<file path="src/mmu_defs.svh">
`ifndef MMU_DEFS_SVH
`define MMU_DEFS_SVH

// Number of fully associative data TLB entries
`define TLB_ENTRIES 4

// Slots in the TLB miss queue
`define MQ_SIZE 4

// Store-queue sequence number width, compared with wrap-around
`define SQN_W 7

`endif

</file>
<file path="src/mmuPkg.sv">
`include "mmu_defs.svh"

package mmuPkg;

    typedef enum logic [1:0] {
        OpLoad,
        OpStore
    } MemOp;

    typedef enum logic [2:0] {
        WalkIdle,
        WalkL1Req,
        WalkL1Resp,
        WalkL0Req,
        WalkL0Resp,
        WalkFill
    } WalkState;

    // True when sqN is younger than refSqN
    function automatic logic isYounger(input logic [`SQN_W-1:0] sqN,
                                       input logic [`SQN_W-1:0] refSqN);
        logic signed [`SQN_W-1:0] diff;
        diff = sqN - refSqN;
        return diff > 0;
    endfunction

    // Superpages only compare the level-1 index
    function automatic logic vpnMatch(input logic [19:0] vpnA,
                                      input logic [19:0] vpnB,
                                      input logic isSuper);
        return isSuper ? (vpnA[19:10] == vpnB[19:10]) : (vpnA == vpnB);
    endfunction

endpackage

</file>
<file path="src/dataTlb.sv">
`timescale 1ns/100ps
`include "mmu_defs.svh"

module dataTlb (
    input  logic                 clk,
    input  logic                 rst,
    input  logic                 vmemEn,
    input  logic                 aguValid,
    input  logic [31:0]          aguAddr,
    input  logic [`SQN_W-1:0]    aguSqN,
    input  mmuPkg::MemOp         aguOp,
    output logic                 aguStall,
    input  logic                 replayValid,
    input  logic [31:0]          replayAddr,
    input  logic [`SQN_W-1:0]    replaySqN,
    input  mmuPkg::MemOp         replayOp,
    output logic                 replayTake,
    input  logic                 mqStall,
    input  logic                 branchTaken,
    input  logic [`SQN_W-1:0]    branchSqN,
    input  logic                 fillValid,
    input  logic [19:0]          fillVpn,
    input  logic [19:0]          fillPpn,
    input  logic                 fillSuper,
    input  logic                 walkBusy,
    output logic                 missValid,
    output logic [31:0]          missAddr,
    output logic [`SQN_W-1:0]    missSqN,
    output mmuPkg::MemOp         missOp,
    output logic                 walkReq,
    output logic [19:0]          walkVpn,
    output logic                 outValid,
    output logic [31:0]          outPaddr,
    output logic [`SQN_W-1:0]    outSqN,
    output mmuPkg::MemOp         outOp
);
    localparam int idxW = $clog2(`TLB_ENTRIES);

    logic [`TLB_ENTRIES-1:0] entValid;
    logic [`TLB_ENTRIES-1:0] entSuper;
    logic [19:0]             entVpn [`TLB_ENTRIES];
    logic [19:0]             entPpn [`TLB_ENTRIES];
    logic [idxW-1:0]         fillPtr;

    logic                    candValid;
    logic [31:0]             candAddr;
    logic [`SQN_W-1:0]       candSqN;
    mmuPkg::MemOp            candOp;
    logic                    candLive;
    logic                    hit;
    logic [31:0]             hitPaddr;

    // A pending replay always wins the lookup slot
    assign aguStall = replayValid || mqStall;
    assign replayTake = replayValid;

    always_comb begin
        if (replayValid) begin
            candValid = 1'b1;
            candAddr = replayAddr;
            candSqN = replaySqN;
            candOp = replayOp;
        end else begin
            candValid = aguValid && !mqStall;
            candAddr = aguAddr;
            candSqN = aguSqN;
            candOp = aguOp;
        end
    end

    assign candLive = candValid && !(branchTaken && mmuPkg::isYounger(candSqN, branchSqN));

    always_comb begin
        hit = !vmemEn;
        hitPaddr = candAddr;
        if (vmemEn) begin
            for (int i = 0; i < `TLB_ENTRIES; i++) begin
                if (entValid[i] && mmuPkg::vpnMatch(entVpn[i], candAddr[31:12], entSuper[i])) begin
                    hit = 1'b1;
                    hitPaddr = entSuper[i] ? {entPpn[i][19:10], candAddr[21:0]}
                                           : {entPpn[i], candAddr[11:0]};
                end
            end
            // Forward a fill landing in this cycle
            if (fillValid && mmuPkg::vpnMatch(fillVpn, candAddr[31:12], fillSuper)) begin
                hit = 1'b1;
                hitPaddr = fillSuper ? {fillPpn[19:10], candAddr[21:0]}
                                     : {fillPpn, candAddr[11:0]};
            end
        end
    end

    always_ff @(posedge clk) begin
        if (rst) begin
            outValid <= 1'b0;
            missValid <= 1'b0;
            walkReq <= 1'b0;
            entValid <= '0;
            fillPtr <= '0;
        end else begin
            outValid <= candLive && hit;
            missValid <= candLive && !hit;
            walkReq <= candLive && !hit && !walkBusy;
            if (fillValid) begin
                entValid[fillPtr] <= 1'b1;
                fillPtr <= fillPtr + 1'b1;
            end
        end
    end

    always_ff @(posedge clk) begin
        outPaddr <= hitPaddr;
        outSqN <= candSqN;
        outOp <= candOp;
        missAddr <= candAddr;
        missSqN <= candSqN;
        missOp <= candOp;
        walkVpn <= candAddr[31:12];
        if (fillValid) begin
            entVpn[fillPtr] <= fillVpn;
            entPpn[fillPtr] <= fillPpn;
            entSuper[fillPtr] <= fillSuper;
        end
    end

endmodule

</file>
<file path="src/tlbMissQueue.sv">
`timescale 1ns/100ps
`include "mmu_defs.svh"

module tlbMissQueue (
    input  logic                 clk,
    input  logic                 rst,
    input  logic                 vmemEn,
    input  logic                 branchTaken,
    input  logic [`SQN_W-1:0]    branchSqN,
    input  logic                 fillValid,
    input  logic [19:0]          fillVpn,
    input  logic                 fillSuper,
    input  logic                 walkBusy,
    input  logic                 missValid,
    input  logic [31:0]          missAddr,
    input  logic [`SQN_W-1:0]    missSqN,
    input  mmuPkg::MemOp         missOp,
    output logic                 mqStall,
    input  logic                 replayTake,
    output logic                 replayValid,
    output logic [31:0]          replayAddr,
    output logic [`SQN_W-1:0]    replaySqN,
    output mmuPkg::MemOp         replayOp
);
    localparam int idxW = $clog2(`MQ_SIZE);

    logic [`MQ_SIZE-1:0] qValid;
    logic [`MQ_SIZE-1:0] qReady;
    logic [31:0]         qAddr [`MQ_SIZE];
    logic [`SQN_W-1:0]   qSqN [`MQ_SIZE];
    mmuPkg::MemOp        qOp [`MQ_SIZE];

    logic [idxW-1:0]     idxIn;
    logic [idxW-1:0]     idxOut;
    logic                idxOutValid;
    logic                missLive;

    // Free slot scan, stall unless two are free
    always_comb begin
        logic oneFree;
        oneFree = 1'b0;
        idxIn = '0;
        mqStall = 1'b1;
        for (int i = 0; i < `MQ_SIZE; i++) begin
            if (!qValid[i]) begin
                idxIn = idxW'(i);
                if (oneFree) begin
                    mqStall = 1'b0;
                end
                oneFree = 1'b1;
            end
        end
    end

    // Idle walker lets unready entries go out to start their own walk
    always_comb begin
        idxOut = '0;
        idxOutValid = 1'b0;
        for (int i = 0; i < `MQ_SIZE; i++) begin
            if (qValid[i] && (qReady[i] || !walkBusy)) begin
                idxOut = idxW'(i);
                idxOutValid = 1'b1;
            end
        end
    end

    assign missLive = missValid && !(branchTaken && mmuPkg::isYounger(missSqN, branchSqN));

    always_ff @(posedge clk) begin
        if (rst) begin
            qValid <= '0;
            replayValid <= 1'b0;
        end else begin
            for (int i = 0; i < `MQ_SIZE; i++) begin
                if (fillValid && qValid[i] &&
                    mmuPkg::vpnMatch(fillVpn, qAddr[i][31:12], fillSuper)) begin
                    qReady[i] <= 1'b1;
                end
                if (branchTaken && qValid[i] && mmuPkg::isYounger(qSqN[i], branchSqN)) begin
                    qValid[i] <= 1'b0;
                end
            end

            if (missLive) begin
                qValid[idxIn] <= 1'b1;
                qReady[idxIn] <= !vmemEn ||
                    (fillValid && mmuPkg::vpnMatch(fillVpn, missAddr[31:12], fillSuper));
                qAddr[idxIn] <= missAddr;
                qSqN[idxIn] <= missSqN;
                qOp[idxIn] <= missOp;
            end

            if (replayTake || (branchTaken && mmuPkg::isYounger(replaySqN, branchSqN))) begin
                replayValid <= 1'b0;
            end
            if ((!replayValid || replayTake) && idxOutValid &&
                !(branchTaken && mmuPkg::isYounger(qSqN[idxOut], branchSqN))) begin
                replayValid <= 1'b1;
                replayAddr <= qAddr[idxOut];
                replaySqN <= qSqN[idxOut];
                replayOp <= qOp[idxOut];
                qValid[idxOut] <= 1'b0;
            end
        end
    end

endmodule

</file>
<file path="src/pageWalker.sv">
`timescale 1ns/100ps

module pageWalker (
    input  logic        clk,
    input  logic        rst,
    input  logic [19:0] satpPpn,
    input  logic        walkReq,
    input  logic [19:0] walkVpn,
    output logic        walkBusy,
    output logic        arvalid,
    input  logic        arready,
    output logic [31:0] araddr,
    input  logic        rvalid,
    output logic        rready,
    input  logic [31:0] rdata,
    input  logic [1:0]  rresp,
    output logic        fillValid,
    output logic [19:0] fillVpn,
    output logic [19:0] fillPpn,
    output logic        fillSuper
);
    mmuPkg::WalkState state;

    logic [19:0] vpn;
    logic [19:0] ppn;
    logic        isSuper;

    // A request not yet latched already counts as busy
    assign walkBusy = (state != mmuPkg::WalkIdle) || walkReq;

    assign arvalid = (state == mmuPkg::WalkL1Req) || (state == mmuPkg::WalkL0Req);
    assign rready = (state == mmuPkg::WalkL1Resp) || (state == mmuPkg::WalkL0Resp);
    assign araddr = (state == mmuPkg::WalkL0Req) ? ({ppn, 12'b0} + {20'b0, vpn[9:0], 2'b0})
                                                 : ({satpPpn, 12'b0} + {20'b0, vpn[19:10], 2'b0});

    assign fillValid = (state == mmuPkg::WalkFill);
    assign fillVpn = vpn;
    assign fillPpn = ppn;
    assign fillSuper = isSuper;

    always_ff @(posedge clk) begin
        if (rst) begin
            state <= mmuPkg::WalkIdle;
        end else begin
            case (state)
                mmuPkg::WalkIdle: begin
                    if (walkReq) begin
                        vpn <= walkVpn;
                        state <= mmuPkg::WalkL1Req;
                    end
                end
                mmuPkg::WalkL1Req: begin
                    if (arready) state <= mmuPkg::WalkL1Resp;
                end
                mmuPkg::WalkL1Resp: begin
                    if (rvalid) begin
                        ppn <= rdata[29:10];
                        // Error response drops the walk, the queue reissues
                        if (rresp != 2'b00) begin
                            state <= mmuPkg::WalkIdle;
                        end else if (rdata[1] || rdata[3]) begin
                            isSuper <= 1'b1;
                            state <= mmuPkg::WalkFill;
                        end else begin
                            state <= mmuPkg::WalkL0Req;
                        end
                    end
                end
                mmuPkg::WalkL0Req: begin
                    if (arready) state <= mmuPkg::WalkL0Resp;
                end
                mmuPkg::WalkL0Resp: begin
                    if (rvalid) begin
                        ppn <= rdata[29:10];
                        isSuper <= 1'b0;
                        state <= (rresp != 2'b00) ? mmuPkg::WalkIdle : mmuPkg::WalkFill;
                    end
                end
                default: begin
                    state <= mmuPkg::WalkIdle;
                end
            endcase
        end
    end

endmodule

</file>
<file path="src/dataTranslate.sv">
`timescale 1ns/100ps
`include "mmu_defs.svh"

module dataTranslate (
    input  logic                 clk,
    input  logic                 rst,
    input  logic                 vmemEn,
    input  logic [19:0]          satpPpn,
    input  logic                 aguValid,
    input  logic [31:0]          aguAddr,
    input  logic [`SQN_W-1:0]    aguSqN,
    input  mmuPkg::MemOp         aguOp,
    output logic                 aguStall,
    input  logic                 branchTaken,
    input  logic [`SQN_W-1:0]    branchSqN,
    output logic                 arvalid,
    input  logic                 arready,
    output logic [31:0]          araddr,
    input  logic                 rvalid,
    output logic                 rready,
    input  logic [31:0]          rdata,
    input  logic [1:0]           rresp,
    output logic                 outValid,
    output logic [31:0]          outPaddr,
    output logic [`SQN_W-1:0]    outSqN,
    output mmuPkg::MemOp         outOp
);
    logic               replayValid;
    logic [31:0]        replayAddr;
    logic [`SQN_W-1:0]  replaySqN;
    mmuPkg::MemOp       replayOp;
    logic               replayTake;
    logic               mqStall;

    logic               missValid;
    logic [31:0]        missAddr;
    logic [`SQN_W-1:0]  missSqN;
    mmuPkg::MemOp       missOp;

    logic               walkReq;
    logic [19:0]        walkVpn;
    logic               walkBusy;
    logic               fillValid;
    logic [19:0]        fillVpn;
    logic [19:0]        fillPpn;
    logic               fillSuper;

    dataTlb tlb (
        .clk(clk), .rst(rst), .vmemEn(vmemEn),
        .aguValid(aguValid), .aguAddr(aguAddr), .aguSqN(aguSqN), .aguOp(aguOp),
        .aguStall(aguStall),
        .replayValid(replayValid), .replayAddr(replayAddr), .replaySqN(replaySqN),
        .replayOp(replayOp), .replayTake(replayTake), .mqStall(mqStall),
        .branchTaken(branchTaken), .branchSqN(branchSqN),
        .fillValid(fillValid), .fillVpn(fillVpn), .fillPpn(fillPpn), .fillSuper(fillSuper),
        .walkBusy(walkBusy),
        .missValid(missValid), .missAddr(missAddr), .missSqN(missSqN), .missOp(missOp),
        .walkReq(walkReq), .walkVpn(walkVpn),
        .outValid(outValid), .outPaddr(outPaddr), .outSqN(outSqN), .outOp(outOp)
    );

    tlbMissQueue missQueue (
        .clk(clk), .rst(rst), .vmemEn(vmemEn),
        .branchTaken(branchTaken), .branchSqN(branchSqN),
        .fillValid(fillValid), .fillVpn(fillVpn), .fillSuper(fillSuper),
        .walkBusy(walkBusy),
        .missValid(missValid), .missAddr(missAddr), .missSqN(missSqN), .missOp(missOp),
        .mqStall(mqStall), .replayTake(replayTake),
        .replayValid(replayValid), .replayAddr(replayAddr), .replaySqN(replaySqN),
        .replayOp(replayOp)
    );

    pageWalker walker (
        .clk(clk), .rst(rst), .satpPpn(satpPpn),
        .walkReq(walkReq), .walkVpn(walkVpn), .walkBusy(walkBusy),
        .arvalid(arvalid), .arready(arready), .araddr(araddr),
        .rvalid(rvalid), .rready(rready), .rdata(rdata), .rresp(rresp),
        .fillValid(fillValid), .fillVpn(fillVpn), .fillPpn(fillPpn), .fillSuper(fillSuper)
    );

endmodule

</file>
<file path="config.mk">
export PLATFORM = sky130hd
export DESIGN_NAME = dataTranslate
export DESIGN_NICKNAME = d
export VERILOG_FILES = /design/src/mmuPkg.sv /design/src/dataTlb.sv /design/src/tlbMissQueue.sv /design/src/pageWalker.sv /design/src/dataTranslate.sv
export VERILOG_INCLUDE_DIRS = /design/src
export SDC_FILE = /design/constraint.sdc
export NUM_CORES = 1
export LEC_CHECK = 0
export BUFFER_PORTS_ARGS = -buffer_cell sky130_fd_sc_hd__buf_4
export CAP_MARGIN = 20
export CORE_MARGIN = 5
export CORE_UTILIZATION = 30
export CTS_CLUSTER_DIAMETER = 100
export CTS_CLUSTER_SIZE = 25
export DETAILED_ROUTE_END_ITERATION = 16
export GPL_ROUTABILITY_DRIVEN = 0
export SETUP_SLACK_MARGIN = 0.2
export SKIP_CTS_REPAIR_TIMING = 1
export SYNTH_ARGS = -nofsm -noshare
export SYNTH_HDL_FRONTEND = slang
export SYNTH_SLANG_ARGS = --single-unit
</file>
<file path="constraint.sdc">
create_clock -name clk -period 10.7 [get_ports clk]
set_input_delay 2.14 -clock clk [delete_from_list [all_inputs] [get_ports clk]]
set_output_delay 2.14 -clock clk [all_outputs]
set_load 0.02 [all_outputs]
</file>
# Yosys cells after proc, flatten, opt, wreduce, memory -nomap -nowiden

Memory sizes are Yosys's and may differ from the RTL's. A register that Yosys moved wholly into a read port is not among the register bits.
Cells that the tools add are included.
W data, S select, Z words.

Register bits: 166
RAM bits: 324
Output and inout port bits: 77
Word-level logic and storage cells: 255
Memories: 5

$add $sub $neg: 11
Magnitude comparators: 14
Eq/ne operators: 32
Muxes and demuxes: 100
Bitwise operators: 5
Reduce and logical (&&, ||, !) cells: 69

Memory list:

| name            | words | width | read ports | clocked after Yosys merged registers in | wr ports | line               | source |
|---|---|---|---|---|---|---|---|
| missQueue.qAddr | 4     | 32    | 5          | 1                                       | 1        | tlbMissQueue.sv:29 | `` logic [31:0] qAddr [`MQ_SIZE]; `` |
| tlb.entPpn      | 4     | 20    | 4          | 0                                       | 1        | dataTlb.sv:42      | `` logic [19:0] entPpn [`TLB_ENTRIES]; `` |
| tlb.entVpn      | 4     | 20    | 4          | 0                                       | 1        | dataTlb.sv:41      | `` logic [19:0] entVpn [`TLB_ENTRIES]; `` |
| missQueue.qSqN  | 4     | 7     | 5          | 0                                       | 1        | tlbMissQueue.sv:30 | `` logic [`SQN_W-1:0] qSqN [`MQ_SIZE]; `` |
| missQueue.qOp   | 4     | 2     | 1          | 1                                       | 1        | tlbMissQueue.sv:31 | `` mmuPkg::MemOp qOp [`MQ_SIZE]; `` |

Operators by type and width:

| kind                 | number |
|---|---|
| $mux W32             | 8 |
| $eq A20 B20 Y1       | 10 |
| $mux W22             | 5 |
| $eq A10 B10 Y1       | 10 |
| $add A32 B12 Y32     | 2 |
| $mux W1              | 62 |
| $gt A7 B1 Y1 const B | 8 |
| $sub A7 B7 Y7        | 8 |
| $logic_and A1 B1 Y1  | 40 |
| $mux W3              | 8 |
| $mux W4              | 4 |
| $pmux W3 S5          | 1 |
| $ne A2 B2 Y1 const B | 7 |
| $logic_or A1 B1 Y1   | 11 |
| $mux W2              | 5 |
| $lt A2 B3 Y1 const B | 3 |
| $bwmux W4            | 2 |
| $or A4 B4 Y4         | 2 |
| $logic_not A1 Y1     | 7 |
| $mux W7              | 1 |
| $demux W1 S2         | 3 |
| $eq A3 B2 Y1 const B | 2 |
| $eq A3 B3 Y1 const B | 2 |
| $ge A2 B1 Y1 const B | 3 |
| 14 further kinds     | 17 |

# Longest topological paths before layout

Gate-level depths: netlist of the first run.

Depth in word-level cells: 15
Gate-level depth with buffers: 19
Gate-level depth less buffers: 17

# Modules after synthesis

Synthesis of the first run repeated with hierarchy kept, for this count alone.

Cells, all modules: 1847
Area, all modules: 23653.9 µm²

Modules (own cells, without submodules):

| module       | instances | cells an instance | area each (µm²) | sequential area each (µm²) |
|---|---|---|---|---|
| tlbMissQueue | 1         | 914               | 11113.2         | 6376.1 |
| dataTlb      | 1         | 813               | 10596.4         | 6326.1 |
| pageWalker   | 1         | 120               | 1944.4          | 1291.2 |

# Worst setup path before layout of the first run

No wires, ideal clock.

Kind: input port to flip-flop
From: input branchSqN[2]
To: memory missQueue.qAddr[1][0] (enable)
Setup time: 541 ps
Arrival time: 7636 ps
Slack: 2522 ps
Cell stages on the path: 9
Path buffers: 0
Path through: inv_1 -> ha_1 -> nor2b_1 -> o21a_1 -> o21a_1 -> o2111a_1 -> a211oi_1 -> a31oi_1 -> nor4_1

Longest elaborated chain between the ends: 8

Ends and longest elaborated chain:

| element                       | line                | source |
|---|---|---|
| start: declaration            | dataTranslate.sv:15 | `` input logic [`SQN_W-1:0] branchSqN, `` |
| $sub A7 B7 Y7                 | mmuPkg.sv:23        | `diff = sqN - refSqN;` |
| $gt A7 B1 Y1                  | mmuPkg.sv:24        | `return diff > 0;` |
| $logic_and A1 B1 Y1           | tlbMissQueue.sv:67  | `assign missLive = missValid && !(branchTaken && mmuPkg::isYounger(missSqN, branchSqN));` |
| $logic_not A1 Y1              | tlbMissQueue.sv:67  |  |
| $logic_and A1 B1 Y1           | tlbMissQueue.sv:67  |  |
| $mux W1                       | tlbMissQueue.sv:84  | `if (missLive) begin` |
| $mux W1                       | tlbMissQueue.sv:70  | `if (rst) begin` |
| $mux W1 (implied by the code) | tlbMissQueue.sv:88  | `qAddr[idxIn] <= missAddr;` |
| end: declaration              | tlbMissQueue.sv:29  |  |

No other way between the ends.

# Final worst setup path of the first run

From: register walker.state[1]
To: register missQueue.replayAddr[3], read port of missQueue.qAddr (enable)

Longest elaborated chain between the ends: 15

Ends and longest elaborated chain:

| element                     | line               | source |
|---|---|---|
| start: declaration          | pageWalker.sv:22   | `mmuPkg::WalkState state;` |
| start signal: assignment    | pageWalker.sv:43   | `state <= mmuPkg::WalkIdle;` |
| start signal: assignment    | pageWalker.sv:49   | `state <= mmuPkg::WalkL1Req;` |
| start signal: assignment    | pageWalker.sv:53   | `if (arready) state <= mmuPkg::WalkL1Resp;` |
| $reduce_bool A3 Y1 *        | pageWalker.sv:29   | `assign walkBusy = (state != mmuPkg::WalkIdle) \|\| walkReq;` |
| $logic_or A1 B1 Y1 *        | pageWalker.sv:29   |  |
| $logic_not A1 Y1 *          | tlbMissQueue.sv:60 | `if (qValid[i] && (qReady[i] \|\| !walkBusy)) begin` |
| $logic_or A1 B1 Y1          | tlbMissQueue.sv:60 |  |
| $logic_and A1 B1 Y1         | tlbMissQueue.sv:60 |  |
| $mux W1                     | tlbMissQueue.sv:60 |  |
| $mux W2 (2 in series)       | tlbMissQueue.sv:60 |  |
| $mem_v2 Z4 W7               | n/a                |  |
| $sub A7 B7 Y7               | mmuPkg.sv:23       |  |
| $gt A7 B1 Y1                | mmuPkg.sv:24       |  |
| $logic_and A1 B1 Y1         | tlbMissQueue.sv:97 | `!(branchTaken && mmuPkg::isYounger(qSqN[idxOut], branchSqN))) begin` |
| $logic_not A1 Y1            | tlbMissQueue.sv:97 |  |
| $logic_and A1 B1 Y1         | tlbMissQueue.sv:96 | `if ((!replayValid \|\| replayTake) && idxOutValid &&` |
| $reduce_and A2 Y1 (no line) | n/a                |  |
| end: declaration            | tlbMissQueue.sv:21 | `output logic [31:0] replayAddr,` |

Every way passes the cells marked *; elsewhere a longest branch is shown, timed or not.
A chain may end at the register's enable or synchronous reset.

==> reports/qor.yml, run 1 <==
row_count: 101
setup_viol: 0
post-route-drc-count: 0
viasPerCell: 5.06
seq_power_share_pct: 60.1
num_vias: 14500
routed_wl_um: 61500
drv_slew: 0
io_pins: 186
avgSynthCellArea_um2: 13.1
worstSetupPathType: "reg2reg"
p_switching_mw: 0.858
fmax_mhz: 165
ant_nets: 0
areaGrowthSynthToFinish_pct: 14.0
grt_pass1_vias: 14600
grt-ovfl-total: 0
period_share_pct: 56.5
rsz0062_at_grt: "no"
ys.flop_type: "edfxtp_1"
critPathArrivalTime_ps: 6260
path_cells: "nor4_1 > buf_4 > o21ai_4 > buf_4 > mux2i_1 > nor2_1 > a21oi_1 > o21ai_0 > ha_1 > nor2b_1 > o21a_1 > o21ai_0 > nand2b_1 > a21oi_1 > xnor3_1 > and2_1 > a311oi_4 > buf_4"
synth_edf_count: 414
cpMostUsedCell: "buf_4"
yosysTopAreaCell: "edfxtp_1"
yosys.cell_types.count: 83
io_buffers: 173
cts_tree: "built"
synthArstFlopShare_pct: 0
final_area_um2: 26000
netlist_area_um2: 22800
nets: 2040
slew-limit-headroom_pct: 26.3
grt_max_degree: 81
p_per_area_nw_per_um2: 137
die_h_um: 286
clock-root-buffer: "clkbuf_16"
p_leak_nw: 9.04
status: "complete, no violations"
path_buf_inv: 3
power.internal_mw: 2.70
end_kind: "flop"
synth_commonest_cells: "edfxtp_1 (414), xnor2_1 (163), o21ai_0 (97)"
cp_slowest_cell: "o21ai_4"
drt_iter0_drc: 1285
place_area_um2: 25200
track_usage_pct: 14.5
required_ps: 10910
fp.dieW_um: 286
clock_skew_ps: 41.5
cp_max_fo: 41
wire_per_inst_um: 21.4
yosysWarningCount: 0
cts.sinks: 492
cp.depth: 18
hp-class: "reg2reg"
synth-seq-cells: 492
n_antenna_cell: 0
switching_share_pct: 24.1
netlist_top_cells_area: "edfxtp_1 (55%), dfxtp_1 (6.9%), xnor2_1 (6.3%), ha_1 (2.5%), mux2_2 (2.4%)"
vdd_ir_drop_max_uv: 99.2
drive_gt1_share_pct: 17.6
synthCells: 1739
synth_seq_area_share_pct: 61.4
die-area_um2: 81500
pwr-share-comb_pct: 9.1
critPathTopFamily: "compound AO/OA/AOI/OAI gates"
hold_viol_final: 0
path_clk_slew_ps: 110
antenna_found_initial: 4
clock_path_buffers: 3
setup_tns_ps: 0
drv_cap: 0
cts_buffers: 25
dp_hpwl_um: 41700
start_util_pct: 30.1
core_um2: 75600
grt_pass1_wl_um: 91800
yosysTopAreaCellShare_pct: 54.6
max_stage_delay_ps: 790
htree_levels: 1
cp-start-kind: "flop"
drt_first_pass_iters: 6
period_needed_ps: 6050
r2r_cells: 18
hold_path_depth: 1
worstMarginPinSlew_ps: 1090
yosysMostFrequentCell: "edfxtp_1"
power_frac_clock_pct: 30.8
clk_latency_ps: 600
==> cells in the final DEF (no fill, tap or decap), types with 6 or more instances in the layout <==
| cell type | Yosys | layout |
|---|---|---|
| mux2i_1 | 50 | 50 |
| o21a_1 | 11 | 10 |
| o21ai_0 | 97 | 96 |
| a31oi_1 | 8 | 8 |
| edfxtp_1 | 414 | 414 |
| or4_1 | 8 | 8 |
| nand3_1 | 29 | 29 |
| nor2b_1 | 14 | 14 |
| a21oi_1 | 69 | 69 |
| a21boi_0 | 6 | 6 |
| nor4b_1 | 7 | 7 |
| a32o_1 | 6 | 6 |
| clkbuf_1 | 64 | 16 |
| dfxtp_1 | 78 | 77 |
| xor2_1 | 62 | 62 |
| mux2_2 | 49 | 49 |
| mux2i_4 | 8 | 8 |
| a211oi_1 | 11 | 11 |
| nand2_1 | 89 | 89 |
| ha_1 | 46 | 46 |
| o211a_1 | 12 | 12 |
| o221ai_1 | 11 | 11 |
| nor4_1 | 37 | 36 |
| mux2i_2 | 10 | 10 |
| nand4_1 | 18 | 18 |
| xnor2_1 | 163 | 163 |
| fa_1 | 7 | 7 |
| nand2b_1 | 11 | 11 |
| clkbuf_16 | 0 | 25 |
| and3_1 | 6 | 6 |
| nor3_1 | 32 | 30 |
| a21o_1 | 15 | 15 |
| o22ai_1 | 10 | 10 |
| inv_1 | 63 | 63 |
| nor2_1 | 96 | 94 |
| a41oi_1 | 8 | 8 |
| buf_4 | 14 | 201 |
==> metrics by stage <==
step	power (mW)	std cells	utilization [%]	setup WS (ps)	hold slack (ps)
floorplan	2.37	1740	-	2520	446
global placement	2.50	2826	33.2	4770	456
detailed placement	2.50	2828	33.3	4640	455
CTS	3.59	2874	34.3	4620	477
global route	3.70	2875	34.4	4230	491
finish	3.56	2875	34.4	4650	480
==> final cells by class <==
class | count | area (µm²)
Multi-Input combinational cell | 1090 | 8150
Timing Repair Buffer | 204 | 1580
Clock buffer | 41 | 686
Sequential cell | 492 | 14000
Clock inverter | 5 | 80.1
Inverter | 65 | 244
Fill cell | 7349 | 49600
Tap cell | 978 | 1220
==> state kept, by name (all words and copies together), names as in the netlist, 7 cells and up <==
register and flops:
tlb.entVpn 80, missQueue.qSqN 28, missQueue.replaySqN 7, tlb.entPpn 80
tlb.missAddr 32, missQueue.qAddr 128, missQueue.qOp 8, tlb.missSqN 7
missQueue.replayAddr 32, walker.fillPpn 20, tlb.outPaddr 20, walker.fillVpn 20
==> power groups by stage <==
stage	sequential, mW	combinational, mW	clock [mW]
after floorplan	2.17	0.196	0
after global placement	2.18	0.317	0
after detailed placement	2.18	0.323	0
after CTS	2.14	0.325	1.13
after global routing	2.14	0.350	1.20
final	2.14	0.323	1.10
==> cells by family after synthesis <==
| family | synth area share, % |
|---|---|
| other | 0.0165 |
| multiplexers | 6.02 |
| buffers and inverters | 3.07 |
| AO/OA/AOI/OAI | 8.52 |
| AND/OR/NAND/NOR | 8.86 |
| flip-flops | 61.4 |
| XOR/XNOR | 8.85 |
| adder cells (fa/ha/maj) | 3.23 |
==> metal layers <==
metal  vias up  wire length, µm  share of wire (%)  GRT usage (%)
li1       6675                -                  -              -
met1      7268            27000                 44           19.9
met2       506            29000                 47           23.8
met3        86             3880                6.3           2.33
met4         4             1570                2.6           3.95
met5         -               26              0.042              0
==> path summary, 6_finish.rpt <==
| path | from | end | slack (ps) |
|---|---|---|---|
| setup / recovery | walker.state[1]$_SDFFE_PP0P_ | missQueue.replayAddr[3]$_DFFE_PP_ | 4650 |
| hold / removal | missQueue.replayAddr[0]$_DFFE_PP_ | tlb.missAddr[0]$_DFF_P_ | 480 |
| setup reg to reg | walker.state[1]$_SDFFE_PP0P_ | missQueue.replayAddr[3]$_DFFE_PP_ | 4650 |
| hold reg to reg | missQueue.replayAddr[0]$_DFFE_PP_ | tlb.missAddr[0]$_DFF_P_ | 480 |
(Power assumes the default switching activity.)
==> run 2: changes to the inputs <==
--- a/config.mk
+++ b/config.mk
@@ -6,6 +6,7 @@
 export SDC_FILE = /design/constraint.sdc
 export NUM_CORES = 1
 export LEC_CHECK = 0
+export ABC_AREA = 1
 export BUFFER_PORTS_ARGS = -buffer_cell sky130_fd_sc_hd__buf_4
 export CAP_MARGIN = 20
 export CORE_MARGIN = 5
==> constraint.sdc (replaced) <==
create_clock -name clk -period 4.9 [get_ports clk]
set_input_delay 0.98 -clock clk [delete_from_list [all_inputs] [get_ports clk]]
set_output_delay 0.98 -clock clk [all_outputs]
set_load 0.02 [all_outputs]
==> run 2 against run 1 <==
Against the previous run: count of clock-buffer cells in the layout did not move; worst setup slack got worse by 3900 ps; clock skew fell by 17 ps; design area rose by 4.4%; non-clock buffer count rose by 11; sequential cell count did not move; synthesized cell count rose by 43%; global-route usage rose by 1.5 points; critical path type unchanged; largest power group unchanged; highest routed layer is now met4.
==> reports/qor.yml, run 2 <==
clock-root-buffer: "clkbuf_16"
critPathArrivalTime_ps: 4480
p_per_area_nw_per_um2: 308
grt_pass1_vias: 17200
r2r_cells: 21
critPathTopFamily: "simple AND/OR/NAND/NOR gates"
p_leak_nw: 11.1
p_switching_mw: 2.30
status: "complete, no violations"
largest-register: "missQueue.qAddr"
end_kind: "flop"
path_cells: "nor2_1 > nand2_1 > nor2_4 > inv_1 > nand2_1 > nand2_1 > buf_4 > o21ai_0 > nand2_1 > o21a_1 > ha_1 > fa_1 > o21ai_1 > xor2_1 > nor3_1 > nand2_1 > o21ai_0 > nand3b_1 > nand2_1 > nor2_4 > buf_12"
post-route-drc-count: 0
row_count: 103
cp_slowest_cell: "fa_1"
pwr-share-comb_pct: 14.1
setup_viol: 0
worstMarginPinSlew_ps: 1090
yosysMostFrequentCell: "nand2_1"
clk_latency_ps: 590
clock_skew_ps: 24.7
drv_cap: 0
fp.dieW_um: 292
whs_ps: 458
grt_pass1_wl_um: 107000
n_antenna_cell: 0
drt_first_pass_iters: 5
period_share_pct: 85.6
grt_max_degree: 43
avgSynthCellArea_um2: 9.62
fmax_mhz: 238
track_usage_pct: 16.0
worstSetupPathType: "reg2reg"
io_pins: 186
io_buffers: 173
power.internal_mw: 6.05
viasPerCell: 4.85
ys.flop_type: "edfxtp_1"
synth_seq_area_share_pct: 58.7
use_met2_pct: 25.5
synth_edf_count: 414
fillCellCount: 8080
period_needed_ps: 4190
ant_nets: 0
core_um2: 78900
reg.largest.list: "missQueue.qAddr (128), tlb.entPpn (80), tlb.entVpn (80)"
netlist_top_cells_area: "edfxtp_1 (52%), nand2_1 (12%), dfxtp_1 (6.5%), inv_1 (4.3%), nand3_1 (2.9%)"
busiest_layer: "met2"
die_h_um: 292
seq_power_share_pct: 57.4
r2r_slack_ps: 710
synthArstFlopShare_pct: 0
use_met3_pct: 3.67
clock_path_buffers: 3
die-area_um2: 85200
max_stage_delay_ps: 430
cp_max_fo: 31
num_vias: 17900
hp-start: "missQueue.replayAddr[1]$_DFFE_PP_"
yosysWarningCount: 0
use_met1_pct: 22.7
setup_tns_ps: 0
synthCells: 2480
worstHoldEndpoint: "tlb.missAddr[1]$_DFF_P_"
antenna_found_initial: 0
yosysTopAreaCellShare_pct: 52.1
final_common_cell: "nand2_1"
yosysTopAreaCell: "edfxtp_1"
wire_per_inst_um: 19.3
mostFrequentLayoutCells: "nand2_1 (731), edfxtp_1 (414), inv_1 (269), buf_4 (211), nand3_1 (138)"
hold_path_depth: 2
routed_wl_um: 71100
rsz0062_at_grt: "no"
areaGrowthSynthToFinish_pct: 13.6
largest_reg_flops: 128
vdd_ir_drop_max_uv: 228
required_ps: 5180
timing.rr.start: "walker.state[0]$_SDFFE_PP0P_"
path_clk_slew_ps: 110
cts_tree: "built"
grt-ovfl-total: 0
drive_gt1_share_pct: 12.5
cts_buffers: 24
cpMostUsedCell: "nand2_1"
power_frac_clock_pct: 28.5
hp-class: "reg2reg"
path_buf_inv: 3
cts.sinks: 492
start_util_pct: 30.2
cp-start-kind: "flop"
switching_share_pct: 27.5
synth-seq-cells: 492
slew-limit-headroom_pct: 27.5
dp_hpwl_um: 49600
netlist_area_um2: 23900
hold_viol_final: 0
htree_levels: 1
synth_commonest_cells: "nand2_1 (731), edfxtp_1 (414), inv_1 (276)"
nets: 2786
drt_iter0_drc: 1841
drv_slew: 0
r2r-end: "missQueue.replayAddr[28]$_DFFE_PP_"
yosys.cell_types.count: 56
==> run 2: cell types whose count changed in the layout (fill, tap and decap cells not counted), sizes merged, moves of 16 or more <==
cell | previous run | this run
o21ai | 99 | 145
xnor2 | 163 | 28
o22ai | 10 | 37
nor4 | 40 | 9
nand3 | 30 | 138
a22oi | 1 | 24
mux2i | 68 | 3
or2 | 8 | 25
nor2 | 97 | 134
nand2 | 89 | 763
nand4 | 18 | 49
nor3 | 32 | 16
mux2 | 49 | 0
inv | 66 | 286
==> run 2: how the worst max path moves through the flow <==
stage | slack [ps] | end | from | depth (start not counted)
floorplan | 230 | missQueue.replayAddr[0]$_DFFE_PP_ | walker.state[2]$_SDFFE_PP0P_ | 21
global placement | 420 | missQueue.replayAddr[18]$_DFFE_PP_ | walker.state[1]$_SDFFE_PP0P_ | 22
detailed placement | 410 | missQueue.replayAddr[18]$_DFFE_PP_ | walker.state[0]$_SDFFE_PP0P_ | 21
CTS | 360 | missQueue.replayAddr[1]$_DFFE_PP_ | walker.state[0]$_SDFFE_PP0P_ | 22
global route | 250 | missQueue.replayAddr[25]$_DFFE_PP_ | walker.state[0]$_SDFFE_PP0P_ | 22
finish | 710 | missQueue.replayAddr[28]$_DFFE_PP_ | walker.state[0]$_SDFFE_PP0P_ | 21
==> run 2: metal layers <==
layer | share of wire [%] | vias up
met5 | 0 | -
met4 | 2.0 | 0
met3 | 8.8 | 99
met2 | 45 | 714
met1 | 44 | 8480
li1 | - | 8600
==> run 2: power by group through the flow <==
stage / Sequential [mW] / Clock, mW / Combinational [mW]
6_report: 4.79 / 2.38 / 1.17
2_1_floorplan: 4.85 / 0 / 0.667
4_1_cts: 4.79 / 2.42 / 1.16
5_1_grt: 4.80 / 2.57 / 1.29
3_5_place_dp: 4.88 / 0 / 1.16
3_3_place_gp: 4.88 / 0 / 1.15
==> run 2: stage by stage <==
stage	area [µm²]	cells	total power, mW	util, %	setup slack, ps
detailed placement	26300	3647	6.04	33.4	414
floorplan	23900	2481	5.52	-	232
CTS	27100	3691	8.37	34.3	357
global placement	26300	3647	6.03	33.4	420
global route	27100	3692	8.67	34.4	252
finish	27100	3692	8.34	34.4	705
==> run 2: logic make-up (layout without fill, tap and decap cells) <==
kind of cell	after synthesis	in the layout	share of synthesized area, %
xor gates and xnor gates	77	77	2.83
other	1	2	0.0157
adders and majority gates	53	53	3.00
AOI/OAI and AO/OA	322	322	8.06
muxes	3	3	0.126
and+or+nand+nor	1145	1145	20.6
DFF	492	492	58.7
buffers and inverters	387	548	6.73
==> run 2: area by class of cell <==
type                       count  area [µm²]  share of cell area (%)
clock buffer                  41         686                    2.53
clock inverter                 3        41.3                   0.152
inverter                     289        1080                    4.00
multi-input combinational   1602        8300                    30.6
sequential                   492       14000                    51.7
tap                         1050        1310                    4.85
timing repair buffer         215        1670                    6.17
==> run 2: worst min-delay path, stage by stage (launching register included) <==
cell and delay (ps):
edfxtp_1 330, nand2_1 60, nand2_1 60
